[src/common/system_board_params.svh]
`ifndef SYSTEM_BOARD_PARAMS_SVH
`define SYSTEM_BOARD_PARAMS_SVH

// Top address nibble of the BIOS ROM area
`define ROM_SEGMENT 4'hF

// Wait states added to each I/O command
`define IO_WAIT_CYCLES 2

// Data bit written to port 0A0h
`define NMI_ENABLE_BIT 7

// I/O blocks picked by address bits 7 to 5
`define IO_BLOCK_DMA   3'd0
`define IO_BLOCK_INTR  3'd1
`define IO_BLOCK_TIMER 3'd2
`define IO_BLOCK_PPI   3'd3
`define IO_BLOCK_PAGE  3'd4
`define IO_BLOCK_NMI   3'd5

// Entries in the DMA page register file
`define PAGE_ENTRIES 4

`endif

[src/common/system_board_pkg.sv]
`default_nettype none

package system_board_pkg;

   // 20-bit system address
   typedef logic [19:0] addr_t;

   // System data bus
   typedef logic [7:0] data_t;

   // One active-low strobe per 64K RAM bank
   typedef logic [3:0] bank_vec_t;

   // Active-low ROM chip selects
   typedef logic [7:0] rom_cs_t;

   typedef logic [3:0] page_t;   // Address bits 19 to 16 for DMA

   typedef logic [2:0] status_t; // Active-low CPU S2..S0

   // DRAM strobe sequencer
   typedef enum logic [1:0] {
      DRAM_IDLE = 2'd0,
      DRAM_RAS  = 2'd1,
      DRAM_MUX  = 2'd2,
      DRAM_CAS  = 2'd3
   } dram_state_e;

endpackage

`default_nettype wire

[src/common/io_select_if.sv]
`timescale 1ns/100ps
`default_nettype none

interface io_select_if;

   // All active low
   logic dma_cs_n;
   logic intr_cs_n;
   logic tc_cs_n;
   logic ppi_cs_n;
   logic page_wr_n;   // DMA page register write
   logic nmi_wr_n;    // NMI mask register write

   modport decoder (
      output dma_cs_n,
      output intr_cs_n,
      output tc_cs_n,
      output ppi_cs_n,
      output page_wr_n,
      output nmi_wr_n
   );

   // Register blocks only look at the write strobes
   modport sink (
      input page_wr_n,
      input nmi_wr_n
   );

endinterface

`default_nettype wire

[src/decode/io_decode.sv]
`timescale 1ns/100ps
`default_nettype none

`include "system_board_params.svh"

module io_decode (
   input  wire system_board_pkg::addr_t a_i,
   input  wire logic                    aen_i,
   input  wire logic                    iow_n_i,
   io_select_if.decoder                 sel
);

   logic       io_space;   // Board range 000h-0FFh while the CPU owns the bus
   logic [2:0] io_block;

   assign io_space = !aen_i && (a_i[9:8] == 2'b00);
   assign io_block = a_i[7:5];   // 32-byte blocks

   always_comb begin
      sel.dma_cs_n  = 1'b1;
      sel.intr_cs_n = 1'b1;
      sel.tc_cs_n   = 1'b1;
      sel.ppi_cs_n  = 1'b1;
      sel.page_wr_n = 1'b1;
      sel.nmi_wr_n  = 1'b1;

      if (io_space) begin
         case (io_block)
            `IO_BLOCK_DMA:   sel.dma_cs_n  = 1'b0;
            `IO_BLOCK_INTR:  sel.intr_cs_n = 1'b0;
            `IO_BLOCK_TIMER: sel.tc_cs_n   = 1'b0;
            `IO_BLOCK_PPI:   sel.ppi_cs_n  = 1'b0;
            // Write-only registers whose strobe follows IOW
            `IO_BLOCK_PAGE:  sel.page_wr_n = iow_n_i;
            `IO_BLOCK_NMI:   sel.nmi_wr_n  = iow_n_i;
            default: begin
               // Blocks 6 and 7 unused on the board
            end
         endcase
      end
   end

endmodule

`default_nettype wire

[src/decode/mem_decode.sv]
`timescale 1ns/100ps
`default_nettype none

`include "system_board_params.svh"

module mem_decode (
   input  wire logic                      clk,
   input  wire logic                      reset_n,
   input  wire system_board_pkg::addr_t   a_i,
   input  wire logic                      memr_n_i,
   input  wire logic                      memw_n_i,
   input  wire logic                      dack0_n_i,
   output system_board_pkg::rom_cs_t      rom_cs_n_o,
   output system_board_pkg::bank_vec_t    ras_n_o,
   output system_board_pkg::bank_vec_t    cas_n_o,
   output logic                           addr_sel_o
);

   import system_board_pkg::*;

   dram_state_e state;
   logic        mem_cmd;
   logic        ram_hit;
   logic        refresh;
   logic [1:0]  bank_q;      // Bank of the running access
   logic        refresh_q;
   bank_vec_t   bank_n;

   // One ROM select per 8K chip in the top segment
   always_comb begin
      rom_cs_n_o = '1;
      if ((a_i[19:16] == `ROM_SEGMENT) && !memr_n_i) begin
         rom_cs_n_o[a_i[15:13]] = 1'b0;
      end
   end

   assign mem_cmd = !memr_n_i || !memw_n_i;
   assign ram_hit = (a_i[19:18] == 2'b00);   // Lower 256K
   assign refresh = !memr_n_i && !dack0_n_i; // DMA channel 0 read

   always_ff @(posedge clk) begin
      if (!reset_n) begin
         state <= DRAM_IDLE;
      end else begin
         case (state)
            DRAM_IDLE: if (mem_cmd && (ram_hit || refresh)) state <= DRAM_RAS;
            DRAM_RAS: begin
               if (!mem_cmd) state <= DRAM_IDLE;
               else if (!refresh_q) state <= DRAM_MUX; // Refresh is RAS only
            end
            DRAM_MUX: state <= mem_cmd ? DRAM_CAS : DRAM_IDLE;
            DRAM_CAS: if (!mem_cmd) state <= DRAM_IDLE;
            default: state <= DRAM_IDLE;
         endcase
      end
   end

   // Captured when the access starts
   always_ff @(posedge clk) begin
      if (state == DRAM_IDLE) begin
         bank_q    <= a_i[17:16];
         refresh_q <= refresh;
      end
   end

   assign bank_n = ~(4'b0001 << bank_q);

   always_comb begin
      ras_n_o    = '1;
      cas_n_o    = '1;
      addr_sel_o = 1'b0;
      if (state != DRAM_IDLE) begin
         ras_n_o = refresh_q ? '0 : bank_n;   // Refresh hits every bank
      end
      if (state == DRAM_MUX || state == DRAM_CAS) addr_sel_o = 1'b1; // Column address
      if (state == DRAM_CAS) cas_n_o = bank_n;
   end

endmodule

`default_nettype wire

[src/verilog/bus_arbiter.sv]
`timescale 1ns/100ps
`default_nettype none

`include "system_board_params.svh"

module bus_arbiter (
   input  wire logic                    clk,
   input  wire logic                    reset_n,
   input  wire system_board_pkg::status_t s_n_i,
   input  wire logic                    lock_n_i,
   input  wire logic                    hrq_i,
   input  wire logic                    ior_n_i,
   input  wire logic                    iow_n_i,
   output logic                         holda_o,
   output logic                         aen_o,
   output logic                         dma_aen_o,
   output logic                         ready_o
);

   logic       bus_idle;    // Passive status and no LOCK
   logic       hold_req_q;
   logic       io_idle_q;   // Both I/O strobes high last cycle
   logic       io_start;
   logic [1:0] wait_cnt;

   assign bus_idle = (&s_n_i) && lock_n_i;

   // Hold request and acknowledge chain
   always_ff @(posedge clk) begin
      if (!reset_n) begin
         hold_req_q <= 1'b0;
         holda_o    <= 1'b0;
         aen_o      <= 1'b0;
         dma_aen_o  <= 1'b0;
      end else begin
         hold_req_q <= hrq_i && bus_idle;
         if (!hrq_i) begin
            holda_o <= 1'b0;              // Drop as soon as DMA lets go
         end else if (hold_req_q) begin
            holda_o <= 1'b1;
         end
         aen_o     <= holda_o;
         dma_aen_o <= aen_o && holda_o;  // Falls together with aen
      end
   end

   // New I/O command seen when a strobe drops
   assign io_start = io_idle_q && (!ior_n_i || !iow_n_i);

   always_ff @(posedge clk) begin
      if (!reset_n) begin
         io_idle_q <= 1'b1;
         wait_cnt  <= 2'd0;
      end else begin
         io_idle_q <= ior_n_i && iow_n_i;
         if (io_start) begin
            wait_cnt <= 2'(`IO_WAIT_CYCLES);
         end else if (wait_cnt != 2'd0) begin
            wait_cnt <= wait_cnt - 2'd1;
         end
      end
   end

   assign ready_o = (wait_cnt == 2'd0);   // Low while wait states run

endmodule

`default_nettype wire

[src/verilog/dma_page_reg.sv]
`timescale 1ns/100ps
`default_nettype none

`include "system_board_params.svh"

module dma_page_reg (
   input  wire logic                      clk,
   input  wire logic                      reset_n,
   input  wire system_board_pkg::addr_t   a_i,
   input  wire system_board_pkg::data_t   d_i,
   io_select_if.sink                      sel,
   input  wire system_board_pkg::bank_vec_t dack_n_i,
   input  wire logic                      dma_aen_i,
   output system_board_pkg::page_t        page_o
);

   import system_board_pkg::*;

   page_t      pages [`PAGE_ENTRIES];
   logic [1:0] wr_idx;
   logic [1:0] rd_idx;

   assign wr_idx = a_i[1:0];   // Ports 080h-083h

   // Channels 0 and 1 share entry 3
   assign rd_idx = {dack_n_i[2], dack_n_i[3]};

   always_ff @(posedge clk) begin
      if (!reset_n) begin
         for (int i = 0; i < `PAGE_ENTRIES; i++) begin
            pages[i] <= '0;
         end
      end else if (!sel.page_wr_n) begin
         pages[wr_idx] <= d_i[3:0];
      end
   end

   // Drives A19-A16 only during DMA cycles
   assign page_o = dma_aen_i ? pages[rd_idx] : '0;

endmodule

`default_nettype wire

[src/verilog/nmi_control.sv]
`timescale 1ns/100ps
`default_nettype none

`include "system_board_params.svh"

module nmi_control (
   input  wire logic                  clk,
   input  wire logic                  reset_n,
   input  wire system_board_pkg::data_t d_i,
   io_select_if.sink                  sel,
   input  wire logic                  io_ch_ck_n_i,
   input  wire logic                  enable_io_ck_n_i,
   input  wire logic                  pck_n_i,
   output logic                       nmi_o
);

   logic mask_q;       // NMI allowed
   logic mask_nxt;
   logic io_ck_q;      // Channel check latch
   logic io_ck_nxt;

   assign mask_nxt = !sel.nmi_wr_n ? d_i[`NMI_ENABLE_BIT] : mask_q;

   // Held until software disables checking
   assign io_ck_nxt = !enable_io_ck_n_i && (io_ck_q || !io_ch_ck_n_i);

   always_ff @(posedge clk) begin
      if (!reset_n) begin
         mask_q  <= 1'b0;
         io_ck_q <= 1'b0;
         nmi_o   <= 1'b0;
      end else begin
         mask_q  <= mask_nxt;
         io_ck_q <= io_ck_nxt;
         nmi_o   <= mask_nxt && (!pck_n_i || io_ck_nxt); // Parity or channel error
      end
   end

endmodule

`default_nettype wire

[src/verilog/system_board.sv]
`timescale 1ns/100ps
`default_nettype none

module system_board (
   input  wire logic                        clk,
   input  wire logic                        reset_n,
   input  wire system_board_pkg::addr_t     a_i,
   input  wire system_board_pkg::data_t     d_i,
   input  wire logic                        ior_n_i,
   input  wire logic                        iow_n_i,
   input  wire logic                        memr_n_i,
   input  wire logic                        memw_n_i,
   input  wire system_board_pkg::status_t   s_n_i,
   input  wire logic                        lock_n_i,
   input  wire logic                        hrq_i,
   input  wire system_board_pkg::bank_vec_t dack_n_i,
   input  wire logic                        io_ch_ck_n_i,
   input  wire logic                        enable_io_ck_n_i,
   input  wire logic                        pck_n_i,
   output logic                             dma_cs_n_o,
   output logic                             intr_cs_n_o,
   output logic                             tc_cs_n_o,
   output logic                             ppi_cs_n_o,
   output system_board_pkg::rom_cs_t        rom_cs_n_o,
   output system_board_pkg::bank_vec_t      ras_n_o,
   output system_board_pkg::bank_vec_t      cas_n_o,
   output logic                             addr_sel_o,
   output logic                             ready_o,
   output logic                             holda_o,
   output logic                             aen_o,
   output logic                             dma_aen_o,
   output system_board_pkg::page_t          dma_page_o,
   output logic                             nmi_o
);

   io_select_if sel_if ();

   // Peripheral chip selects go off board
   assign dma_cs_n_o  = sel_if.dma_cs_n;
   assign intr_cs_n_o = sel_if.intr_cs_n;
   assign tc_cs_n_o   = sel_if.tc_cs_n;
   assign ppi_cs_n_o  = sel_if.ppi_cs_n;

   io_decode u_io_decode (
      .a_i     (a_i),
      .aen_i   (aen_o),
      .iow_n_i (iow_n_i),
      .sel     (sel_if)
   );

   mem_decode u_mem_decode (
      .clk        (clk),
      .reset_n    (reset_n),
      .a_i        (a_i),
      .memr_n_i   (memr_n_i),
      .memw_n_i   (memw_n_i),
      .dack0_n_i  (dack_n_i[0]),   // Refresh channel
      .rom_cs_n_o (rom_cs_n_o),
      .ras_n_o    (ras_n_o),
      .cas_n_o    (cas_n_o),
      .addr_sel_o (addr_sel_o)
   );

   bus_arbiter u_bus_arbiter (
      .clk       (clk),
      .reset_n   (reset_n),
      .s_n_i     (s_n_i),
      .lock_n_i  (lock_n_i),
      .hrq_i     (hrq_i),
      .ior_n_i   (ior_n_i),
      .iow_n_i   (iow_n_i),
      .holda_o   (holda_o),
      .aen_o     (aen_o),
      .dma_aen_o (dma_aen_o),
      .ready_o   (ready_o)
   );

   nmi_control u_nmi_control (
      .clk              (clk),
      .reset_n          (reset_n),
      .d_i              (d_i),
      .sel              (sel_if),
      .io_ch_ck_n_i     (io_ch_ck_n_i),
      .enable_io_ck_n_i (enable_io_ck_n_i),
      .pck_n_i          (pck_n_i),
      .nmi_o            (nmi_o)
   );

   dma_page_reg u_dma_page_reg (
      .clk       (clk),
      .reset_n   (reset_n),
      .a_i       (a_i),
      .d_i       (d_i),
      .sel       (sel_if),
      .dack_n_i  (dack_n_i),
      .dma_aen_i (dma_aen_o),
      .page_o    (dma_page_o)
   );

endmodule

`default_nettype wire
[config.mk]
export PLATFORM = sky130hd
export DESIGN_NAME = system_board
export DESIGN_NICKNAME = d
export VERILOG_FILES = /design/src/common/system_board_pkg.sv /design/src/common/io_select_if.sv /design/src/decode/io_decode.sv /design/src/decode/mem_decode.sv /design/src/verilog/bus_arbiter.sv /design/src/verilog/dma_page_reg.sv /design/src/verilog/nmi_control.sv /design/src/verilog/system_board.sv
export VERILOG_INCLUDE_DIRS = /design/src /design/src/common
export SDC_FILE = /design/constraint.sdc
export NUM_CORES = 1
export LEC_CHECK = 0
export ABC_AREA = 1
export BUFFER_PORTS_ARGS = -buffer_cell sky130_fd_sc_hd__buf_2
export CORE_MARGIN = 2
export CORE_UTILIZATION = 30
export CTS_CLUSTER_SIZE = 25
export DETAILED_ROUTE_END_ITERATION = 12
export MAX_ROUTING_LAYER = met4
export PLACE_DENSITY = 0.53
export SYNTH_ARGS = -nofsm -noshare
export SYNTH_HDL_FRONTEND = slang
export SYNTH_SLANG_ARGS = --single-unit
[constraint.sdc]
create_clock -name clk -period 3.93 [get_ports clk]
set_clock_uncertainty 0.2 [all_clocks]
set_input_delay 0.786 -clock clk [delete_from_list [all_inputs] [get_ports clk]]
set_output_delay 0.786 -clock clk [all_outputs]
set_load 0.05 [all_outputs]
Yosys cells after proc, flatten, opt, wreduce, memory -nomap -nowiden:

Memories as Yosys holds them, arrays and structs flattened.
Cells that the tools add are included.

* add/subtract/negate cells: 1
* $mul: 0
* divide/modulo/power cells: 0
* magnitude comparators: 2
* equal/unequal tests: 12
* shift-type cells: 1
* muxes and demuxes: 36
* bitwise logic cells: 3
* reductions and logical operators: 40

Operator list (number)
* 1-bit two-way mux: 20
* 4-bit two-way mux: 5
* 2-bit two-way mux: 8
* 1-bit logical AND: 12
* 1-bit logical NOT: 9
* 2-bit logical NOT: 4
* 8-bit two-way mux: 1
* 8-bit NOT: 1
* 2-bit one-hot mux with 4 select lines: 1
* 3-bit by 2-bit == test with 1-bit output, second input constant: 2
* 3-bit == test, second input constant: 2
* 1-bit logical OR: 6
* 3-bit AND reduction: 2
* 2-bit nonzero test: 3
* 2-bit == test, second input constant: 2
* 4-bit == test, second input constant: 1
* 3-bit by 4-bit less-than comparator with 1-bit output, second input constant: 1
* 4-bit NOT: 1
* 4-bit OR reduction: 1
* 1-bit by 2-bit << shifter with 4-bit output, first input constant: 1
* 1-bit demux with 3-bit select: 1
* 3-bit by 1-bit == test with 1-bit output, second input constant: 1
* 3-bit by 1-bit greater-or-equal comparator with 1-bit output, second input constant: 1
* 3-bit logical NOT: 1
* 8 further kinds: 8

* flip-flop bits (word level): 15
* latch bits: 0
* memory bits (writable): 16
* memory bits (read-only): 0
* bits of input ports: 46
* output and inout bits: 30
* word-level logic and storage cells: 109
* memories kept: 1

Memory list
* u_dma_page_reg.pages: depth 4, bits a word 4, read ports 1, clocked after memory_dff 0, write ports 4, RTL line dma_page_reg.sv:19 `` page_t pages [`PAGE_ENTRIES]; ``

Longest topological paths before layout:

Gate-level depths: netlist of run 1.

* depth in word-level cells: 8
* depth in mapped cells: 7

Modules after synthesis:

Synthesis of run 1 repeated with hierarchy kept, for this count alone.

* cells, all modules: 230
* area, all modules: 1679.1 um^2

Modules (own cells, without submodules)
* dma_page_reg: instances 1, cells an instance 101, area an instance 843.3 um^2
* mem_decode: instances 1, cells an instance 61, area an instance 394.1 um^2
* bus_arbiter: instances 1, cells an instance 26, area an instance 221.5 um^2
* nmi_control: instances 1, cells an instance 18, area an instance 120.1 um^2
* io_decode: instances 1, cells an instance 24, area an instance 100.1 um^2

Worst setup path after synthesis of run 1:

OpenSTA, ideal clock, no wires.

* path type: input -> output
* from: input dack_n_i[3]
* to: output dma_page_o[0]
* data arrival time: 1922 ps
* required time: 2944 ps
* slack: 1022 ps
* cell stages on the path: 5
* path buffers: 1
* cell sequence: buf_2 nor2_1 nor2_1 o21ai_0 a21oi_1

* word-level cells in the longest chain between the ends: 2

Ends and longest elaborated chain
* from (decl): RTL line system_board.sv:16 `input wire system_board_pkg::bank_vec_t dack_n_i,`
* memory read 4 x 4 bit
* 4-bit two-way mux: RTL line dma_page_reg.sv:39 `assign page_o = dma_aen_i ? pages[rd_idx] : '0;`
* to (decl): RTL line system_board.sv:32 `output system_board_pkg::page_t dma_page_o,`

Every way passes these cells.

Final worst setup path of run 1:

* from: input memr_n_i
* to: output rom_cs_n_o[0]

* word-level cells in the longest chain between the ends: 3

Ends and longest elaborated chain
* from (decl): RTL line system_board.sv:11 `input wire logic memr_n_i,`
* 1-bit logical NOT: RTL line mem_decode.sv:32 `` if ((a_i[19:16] == `ROM_SEGMENT) && !memr_n_i) begin ``
* 1-bit logical AND: RTL line mem_decode.sv:32
* 8-bit two-way mux: RTL line mem_decode.sv:32
* to (decl): RTL line system_board.sv:24 `output system_board_pkg::rom_cs_t rom_cs_n_o,`

Every way passes these cells.

==> flow_summary.toml, run 1 <==
[outcome]
run_status = "complete, no violations"

[sta]
max_freq_mhz = 361
rsz0062_at_grt = "false"
finalCritPeriodShare_pct = 70.6
max_slew_margin_pct = 76.9
finalSetupViolations = 0
timing_hold_violations_final = 0
drv_slew = 0
timing_worst_slew_pin_value_ns = 0.347
fin_crit_period_ns = 2.77
timing.setup.tns_ns = 0

[clock_tree]
numClockSinks = 31
cts-buffers-inserted = 5
insertion_delay_ns = 0.28
cts_root_buffer = "clkbuf_8"
post-cts-setup-buffer-count = 0
cts-htree-levels = 2
clk_path_buf_depth = 2
tritoncts_clock_tree = "built"
ctsResizeCount = 0
cts-hold-fix-buffers = 0
clock_pin_slew_of_the_registers_on_the_worst_case_setup_and_hold_paths_ns = 0.06

[critical_path]
reg2regPathDepth = 5
critical_r2r_launch = "u_bus_arbiter.aen_o$_SDFF_PN0_"
setup.reg_to_reg.worst_slack_ns = 2.35
setup.worst_path.class = "input pin to primary output"
timing.critical_path.from_type = "input pin"
required_time_of_the_critical_path_ns = 2.94
critical_path.max_fanout = 4
worstSetupEndpointType = "primary output"
critPathArrivalTime_ns = 1.79
reg2reg_to = "u_dma_page_reg.pages[2][0]$_SDFFCE_PN0P_"

[pwr]
ir_worst_vdd_mv = 0.194
design_power_total_w = 0.000765
p_per_area_mw_per_mm2 = 370
static-leakage-power_nw = 0.968

[placement]
placed_area_sq_mm = 0.00199
post-dp-hpwl_um = 2700
port_buffers = 65
place.gp.congestion = 0.740

[min_path]
min-delay-start = "u_bus_arbiter.aen_o$_SDFF_PN0_"
timing.hold.worst.class = "flip-flop to flip-flop"
whs_endpoint = "u_bus_arbiter.dma_aen_o$_SDFF_PN0_"
hold_depth = 2

[drt]
drt_iter0_drc = 46
drt_first_pass_iters = 4
detail_route.wl_per_cell_um = 9.76
count_of_unresolved_drc_violations_after_routing = 0
vias = 1420
per_cell_via_count_in_the_routed_design = 4.24
postRouteAntennaNets = 0
finalWirelength_um = 3270

[flow_run]
maxCapViolCount = 0

[floorplan]
die-area_sq_mm = 0.00590
die_w_um = 76.8
core.rowCount = 26
initial_utilization_pct = 31.1
pin_count = 76
die_height_um = 76.8
placeableCoreArea_sq_mm = 0.00511

[synthesis]
netlist-cell-type-count = 25
synth_fp_nets = 241
yosysSeqAreaShare_pct = 51.0
postSynthRegisterBits = 31
synthCells = 195
synthesized_area_sq_mm = 0.00159
synthesis.yosys.warnings = 0
avgSynthCellArea_sq_um = 8.15

[finish]
diodes = 0
area_added_between_synthesis_and_finish_pct = 30.2
nets = 310
layout.cell_area.non_filler_sq_mm = 0.00207
fillCellCount = 532
layout-drive-gt1-share_pct = 33.6

[global_route]
global_route.usage.total_pct = 12.4
initial_antenna_violation_count = 0
grt_overflow_total = 0
grt_pass1_vias = 1352
largest_net_degree_at_the_start_of_global_routing = 14
grt_pass1_wl_um = 5710
[worst max-delay path, cell delays in order]
cell,delay (ns)
buf_2,0.12
nor3_1,0.21
nand3_1,0.12
nor2_1,0.23
nand3_1,0.10
buf_2,0.22
[cell families after synthesis]
group,after synthesis,synth area share [%]
buffers and inverters,40,9.61
DFF,31,51.0
and+or+nand+nor,104,32.8
AOI/OAI and AO/OA,20,6.54
[power by group]
group          internal, W  switching, W
registers         0.000365     0.0000122
logic            0.0000432      0.000116
clock network     0.000120      0.000108
total             0.000529      0.000236
[Yosys cell counts, drive strengths merged]
| cell | instances | area share [%] |
|---|---|---|
| clkbuf | 1 | 0.24 |
| o21ai | 14 | 4.6 |
| and2 | 1 | 0.39 |
| nand3 | 17 | 5.4 |
| dfxtp | 12 | 15 |
| clkinv | 1 | 0.24 |
| nor4 | 2 | 0.79 |
| nor3 | 8 | 3.8 |
| nor2 | 43 | 11 |
| edfxtp | 19 | 36 |
| a21oi | 6 | 1.9 |
| buf | 2 | 0.63 |
| nand4 | 6 | 4.3 |
| nand2 | 26 | 6.8 |
| inv | 36 | 8.5 |
| nand3b | 1 | 0.71 |
[sequential cells by signal (all words and copies together), names as in the netlist]
signal / cells
u_dma_page_reg.pages: 16
u_bus_arbiter.holda_o: 1
u_bus_arbiter.io_idle_q: 1
u_bus_arbiter.aen_o: 1
u_mem_decode.state: 2
u_bus_arbiter.dma_aen_o: 1
u_nmi_control.io_ck_q: 1
u_nmi_control.mask_q: 1
u_bus_arbiter.wait_cnt: 2
u_mem_decode.bank_q: 2
u_bus_arbiter.hold_req_q: 1
u_mem_decode.refresh_q: 1
u_nmi_control.nmi_o: 1
[routing by layer]
layer	global-route usage, %	routed length, um
met2	21.9	1640
met4	3.82	45
met5	-	0
met1	12.8	1380
met3	4.35	213
[layout by cell type (no fill, tap or decap), types with 2 or more instances in the layout]
cell type,n
buf_2,65
nor2_1,41
inv_1,29
nand2_1,24
edfxtp_1,19
nand3_1,17
dfxtp_1,12
o21ai_0,10
inv_2,7
a21oi_1,6
clkbuf_8,5
nor3_1,4
nand4_1,4
nor3_2,4
clkinv_1,3
o21ai_1,3
nand4_4,2
nor4_1,2
[metrics by stage]
| step | hold WS [ns] | instances | setup WS [ns] | util, % |
|---|---|---|---|---|
| 2_1_floorplan | 0.223 | 195 | 1.02 | - |
| 3_3_place_gp | 0.235 | 327 | 1.16 | 38.9 |
| 3_5_place_dp | 0.242 | 327 | 1.16 | 38.9 |
| 4_1_cts | 0.252 | 335 | 1.16 | 40.5 |
| 5_1_grt | 0.273 | 335 | 0.963 | 40.5 |
| 6_report | 0.238 | 335 | 1.16 | 40.5 |
[worst max path at each step]
| stage | slack, ns | cells past startpoint | to | startpoint |
|---|---|---|---|---|
| finish | 1.16 | 6 | rom_cs_n_o[0] | memr_n_i |
| global route | 0.96 | 7 | rom_cs_n_o[6] | a_i[19] |
| CTS | 1.16 | 6 | rom_cs_n_o[6] | memr_n_i |
| detailed placement | 1.16 | 6 | rom_cs_n_o[6] | memr_n_i |
| global placement | 1.16 | 6 | rom_cs_n_o[7] | memr_n_i |
| floorplan | 1.02 | 5 | dma_page_o[0] | dack_n_i[3] |
[area by class of cell]
class / instances / area, sq um / area share, %
clock buffers: 6 / 72.6 / 3.51
clock inverters: 2 / 7.51 / 0.363
inverters: 37 / 139 / 6.72
multi-input cells: 124 / 626 / 30.2
flip-flops and latches: 31 / 811 / 39.2
well taps: 70 / 87.6 / 4.23
repair buffers: 65 / 325 / 15.7
(Power assumes the default switching activity.)
==> run 2, diff against run 1 <==
==> constraint.sdc (replaced) <==
create_clock -name clk -period 2.6 [get_ports clk]
set_clock_uncertainty 0.2 [all_clocks]
set_input_delay 0.52 -clock clk [delete_from_list [all_inputs] [get_ports clk]]
set_output_delay 0.52 -clock clk [all_outputs]
set_load 0.05 [all_outputs]
==> run 2 against run 1 <==
Worst setup slack worse by 0.78 ns. Non-clock buffer count unchanged. Sequential share of layout area stayed put. Via count rose by 1.6%. Routed wire length rose by 0.12%. Clock power grew 49%. Global-route usage increased by 0.47 points. Hold slack worse by 0.0020 ns. Sequential power up 51%. Power is 50% higher. Design area is the same. Highest routed layer unchanged.
==> flow_summary.toml, run 2 (synthesis results as in run 1) <==
[placement]
port_buffers = 65
post-dp-hpwl_um = 2720
placed_area_sq_mm = 0.00199
place.gp.congestion = 0.744
place_inst = 327

[sta]
finalCritPeriodShare_pct = 85.3
rsz0062_at_grt = "false"
timing_worst_slew_pin_value_ns = 0.336
max_freq_mhz = 451
fin_crit_period_ns = 2.22
timing_hold_violations_final = 0
timing.setup.tns_ns = 0
finalSetupViolations = 0
max_slew_margin_pct = 77.6
drv_slew = 0

[floorplan]
core.rowCount = 26
placeableCoreArea_sq_mm = 0.00511
pin_count = 76
die-area_sq_mm = 0.00590
die_height_um = 76.8
initial_utilization_pct = 31.1
die_w_um = 76.8

[finish]
fillCellCount = 564
finalNonFillerCells = 335
layout.cells.most_common_list = "65 x buf_2, 41 x nor2_1, 29 x inv_1"
final_util_pct = 40.5
layout-drive-gt1-share_pct = 33.6
layout.area.seq_sq_um = 811
largest_register_ff_count = 16
diodes = 0
nets = 310
final_common_cell = "buf_2"
multi_input_comb_area_sq_um = 626
top_register = "u_dma_page_reg.pages"
area_added_between_synthesis_and_finish_pct = 30.2
layout.cell_area.non_filler_sq_mm = 0.00207

[critical_path]
setup.reg_to_reg.worst_slack_ns = 1.01
critical_path.max_stage_delay_ns = 0.22
setup.worst_path.class = "input pin to primary output"
critPathArrivalTime_ns = 1.50
worstSetupEndpointType = "primary output"
reg2regPathDepth = 5
critical-path-slowest-cell = "nor2_1"
required_time_of_the_critical_path_ns = 1.88
reg2reg_to = "u_dma_page_reg.pages[2][3]$_SDFFCE_PN0P_"
worstPathCellList = "buf_2, nor3_1, nand3_1, nor2_1, nand3_1, buf_2"
timing.critical_path.from_type = "input pin"
critical_r2r_launch = "u_bus_arbiter.aen_o$_SDFF_PN0_"
critical_path.max_fanout = 4

[clock_tree]
ctsResizeCount = 0
post-cts-setup-buffer-count = 0
cts-hold-fix-buffers = 0
cts_root_buffer = "clkbuf_8"
tritoncts_clock_tree = "built"
clk_path_buf_depth = 2
clock_pin_slew_of_the_registers_on_the_worst_case_setup_and_hold_paths_ns = 0.06
insertion_delay_ns = 0.27
numClockSinks = 31
cts-htree-levels = 2
cts-buffers-inserted = 5

[min_path]
min-delay-start = "a_i[17]"
whs_endpoint = "u_mem_decode.bank_q[1]$_DFFE_PP_"
hold_depth = 1
timing.hold.worst.class = "input pin to flip-flop"

[global_route]
global_route.usage.total_pct = 12.8
initial_antenna_violation_count = 0
grt_overflow_total = 0
grt_pass1_vias = 1400
largest_net_degree_at_the_start_of_global_routing = 14
grt_pass1_wl_um = 5930

[pwr]
p_int_w = 0.000799
power.switching_w = 0.000352
p_per_area_mw_per_mm2 = 557
design_power_total_w = 0.00115
power_switching_share_pct = 30.6
seqPwrFrac_pct = 49.5
ir_worst_vdd_mv = 0.274
power.combinational.fraction_pct = 20.9
static-leakage-power_nw = 0.968
power_frac_clock_pct = 29.6

[flow_run]
maxCapViolCount = 0

[drt]
finalWirelength_um = 3270
per_cell_via_count_in_the_routed_design = 4.31
drt_first_pass_iters = 4
vias = 1443
postRouteAntennaNets = 0
detail_route.wl_per_cell_um = 9.77
drt_iter0_drc = 45
count_of_unresolved_drc_violations_after_routing = 0

[outcome]
run_status = "complete, no violations"
run 2: cell counts in the layout (fill, tap and decap cells not counted):
No cell type changed its count.
run 2: worst max path at each step:
stage                     to        start  slack [ns]  cells after the start
2_1_floorplan  dma_page_o[0]  dack_n_i[3]        0.22                      5
3_3_place_gp   rom_cs_n_o[7]     memr_n_i        0.37                      6
3_5_place_dp   rom_cs_n_o[4]     memr_n_i        0.36                      6
4_1_cts        rom_cs_n_o[4]     memr_n_i        0.35                      6
5_1_grt        rom_cs_n_o[4]     memr_n_i        0.12                      6
6_report       rom_cs_n_o[4]     memr_n_i        0.38                      6
run 2: layout make-up:
class	instances	area share (%)
Tap cell	70	4.23
Multi-Input combinational cell	124	30.2
Timing Repair Buffer	65	15.7
Clock buffer	6	3.51
Sequential cell	31	39.2
Inverter	37	6.72
Clock inverter	2	0.363
run 2: per-stage QoR:
stage / worst slack, ns / hold slack, ns
after floorplan: 0.224 / 0.223
final: 0.381 / 0.236
after global placement: 0.369 / 0.235
after CTS: 0.350 / 0.220
after global routing: 0.120 / 0.224
after detailed placement: 0.363 / 0.240
run 2: critical path, delay by kind of cell:
kind | cells | cell delay [ns]
and+or+nand+nor | 4 | 0.64
buffers and inverters | 2 | 0.33
run 2: power groups by stage:
stage	Combinational, W	Clock [W]	Sequential, W
2_1_floorplan	0.000172	0	0.000576
6_report	0.000240	0.000341	0.000570
3_5_place_dp	0.000244	0	0.000580
5_1_grt	0.000268	0.000379	0.000574
4_1_cts	0.000244	0.000357	0.000570
3_3_place_gp	0.000243	0	0.000580
run 2: per-layer routing:
layer  global-route usage, %  up-vias  routed length [um]
met5                       -        -                   0
met4                    4.91        0                  61
met3                    4.00        7                 208
met2                    22.3       41                1630
met1                    13.7      628                1380
li1                        -      767                   -
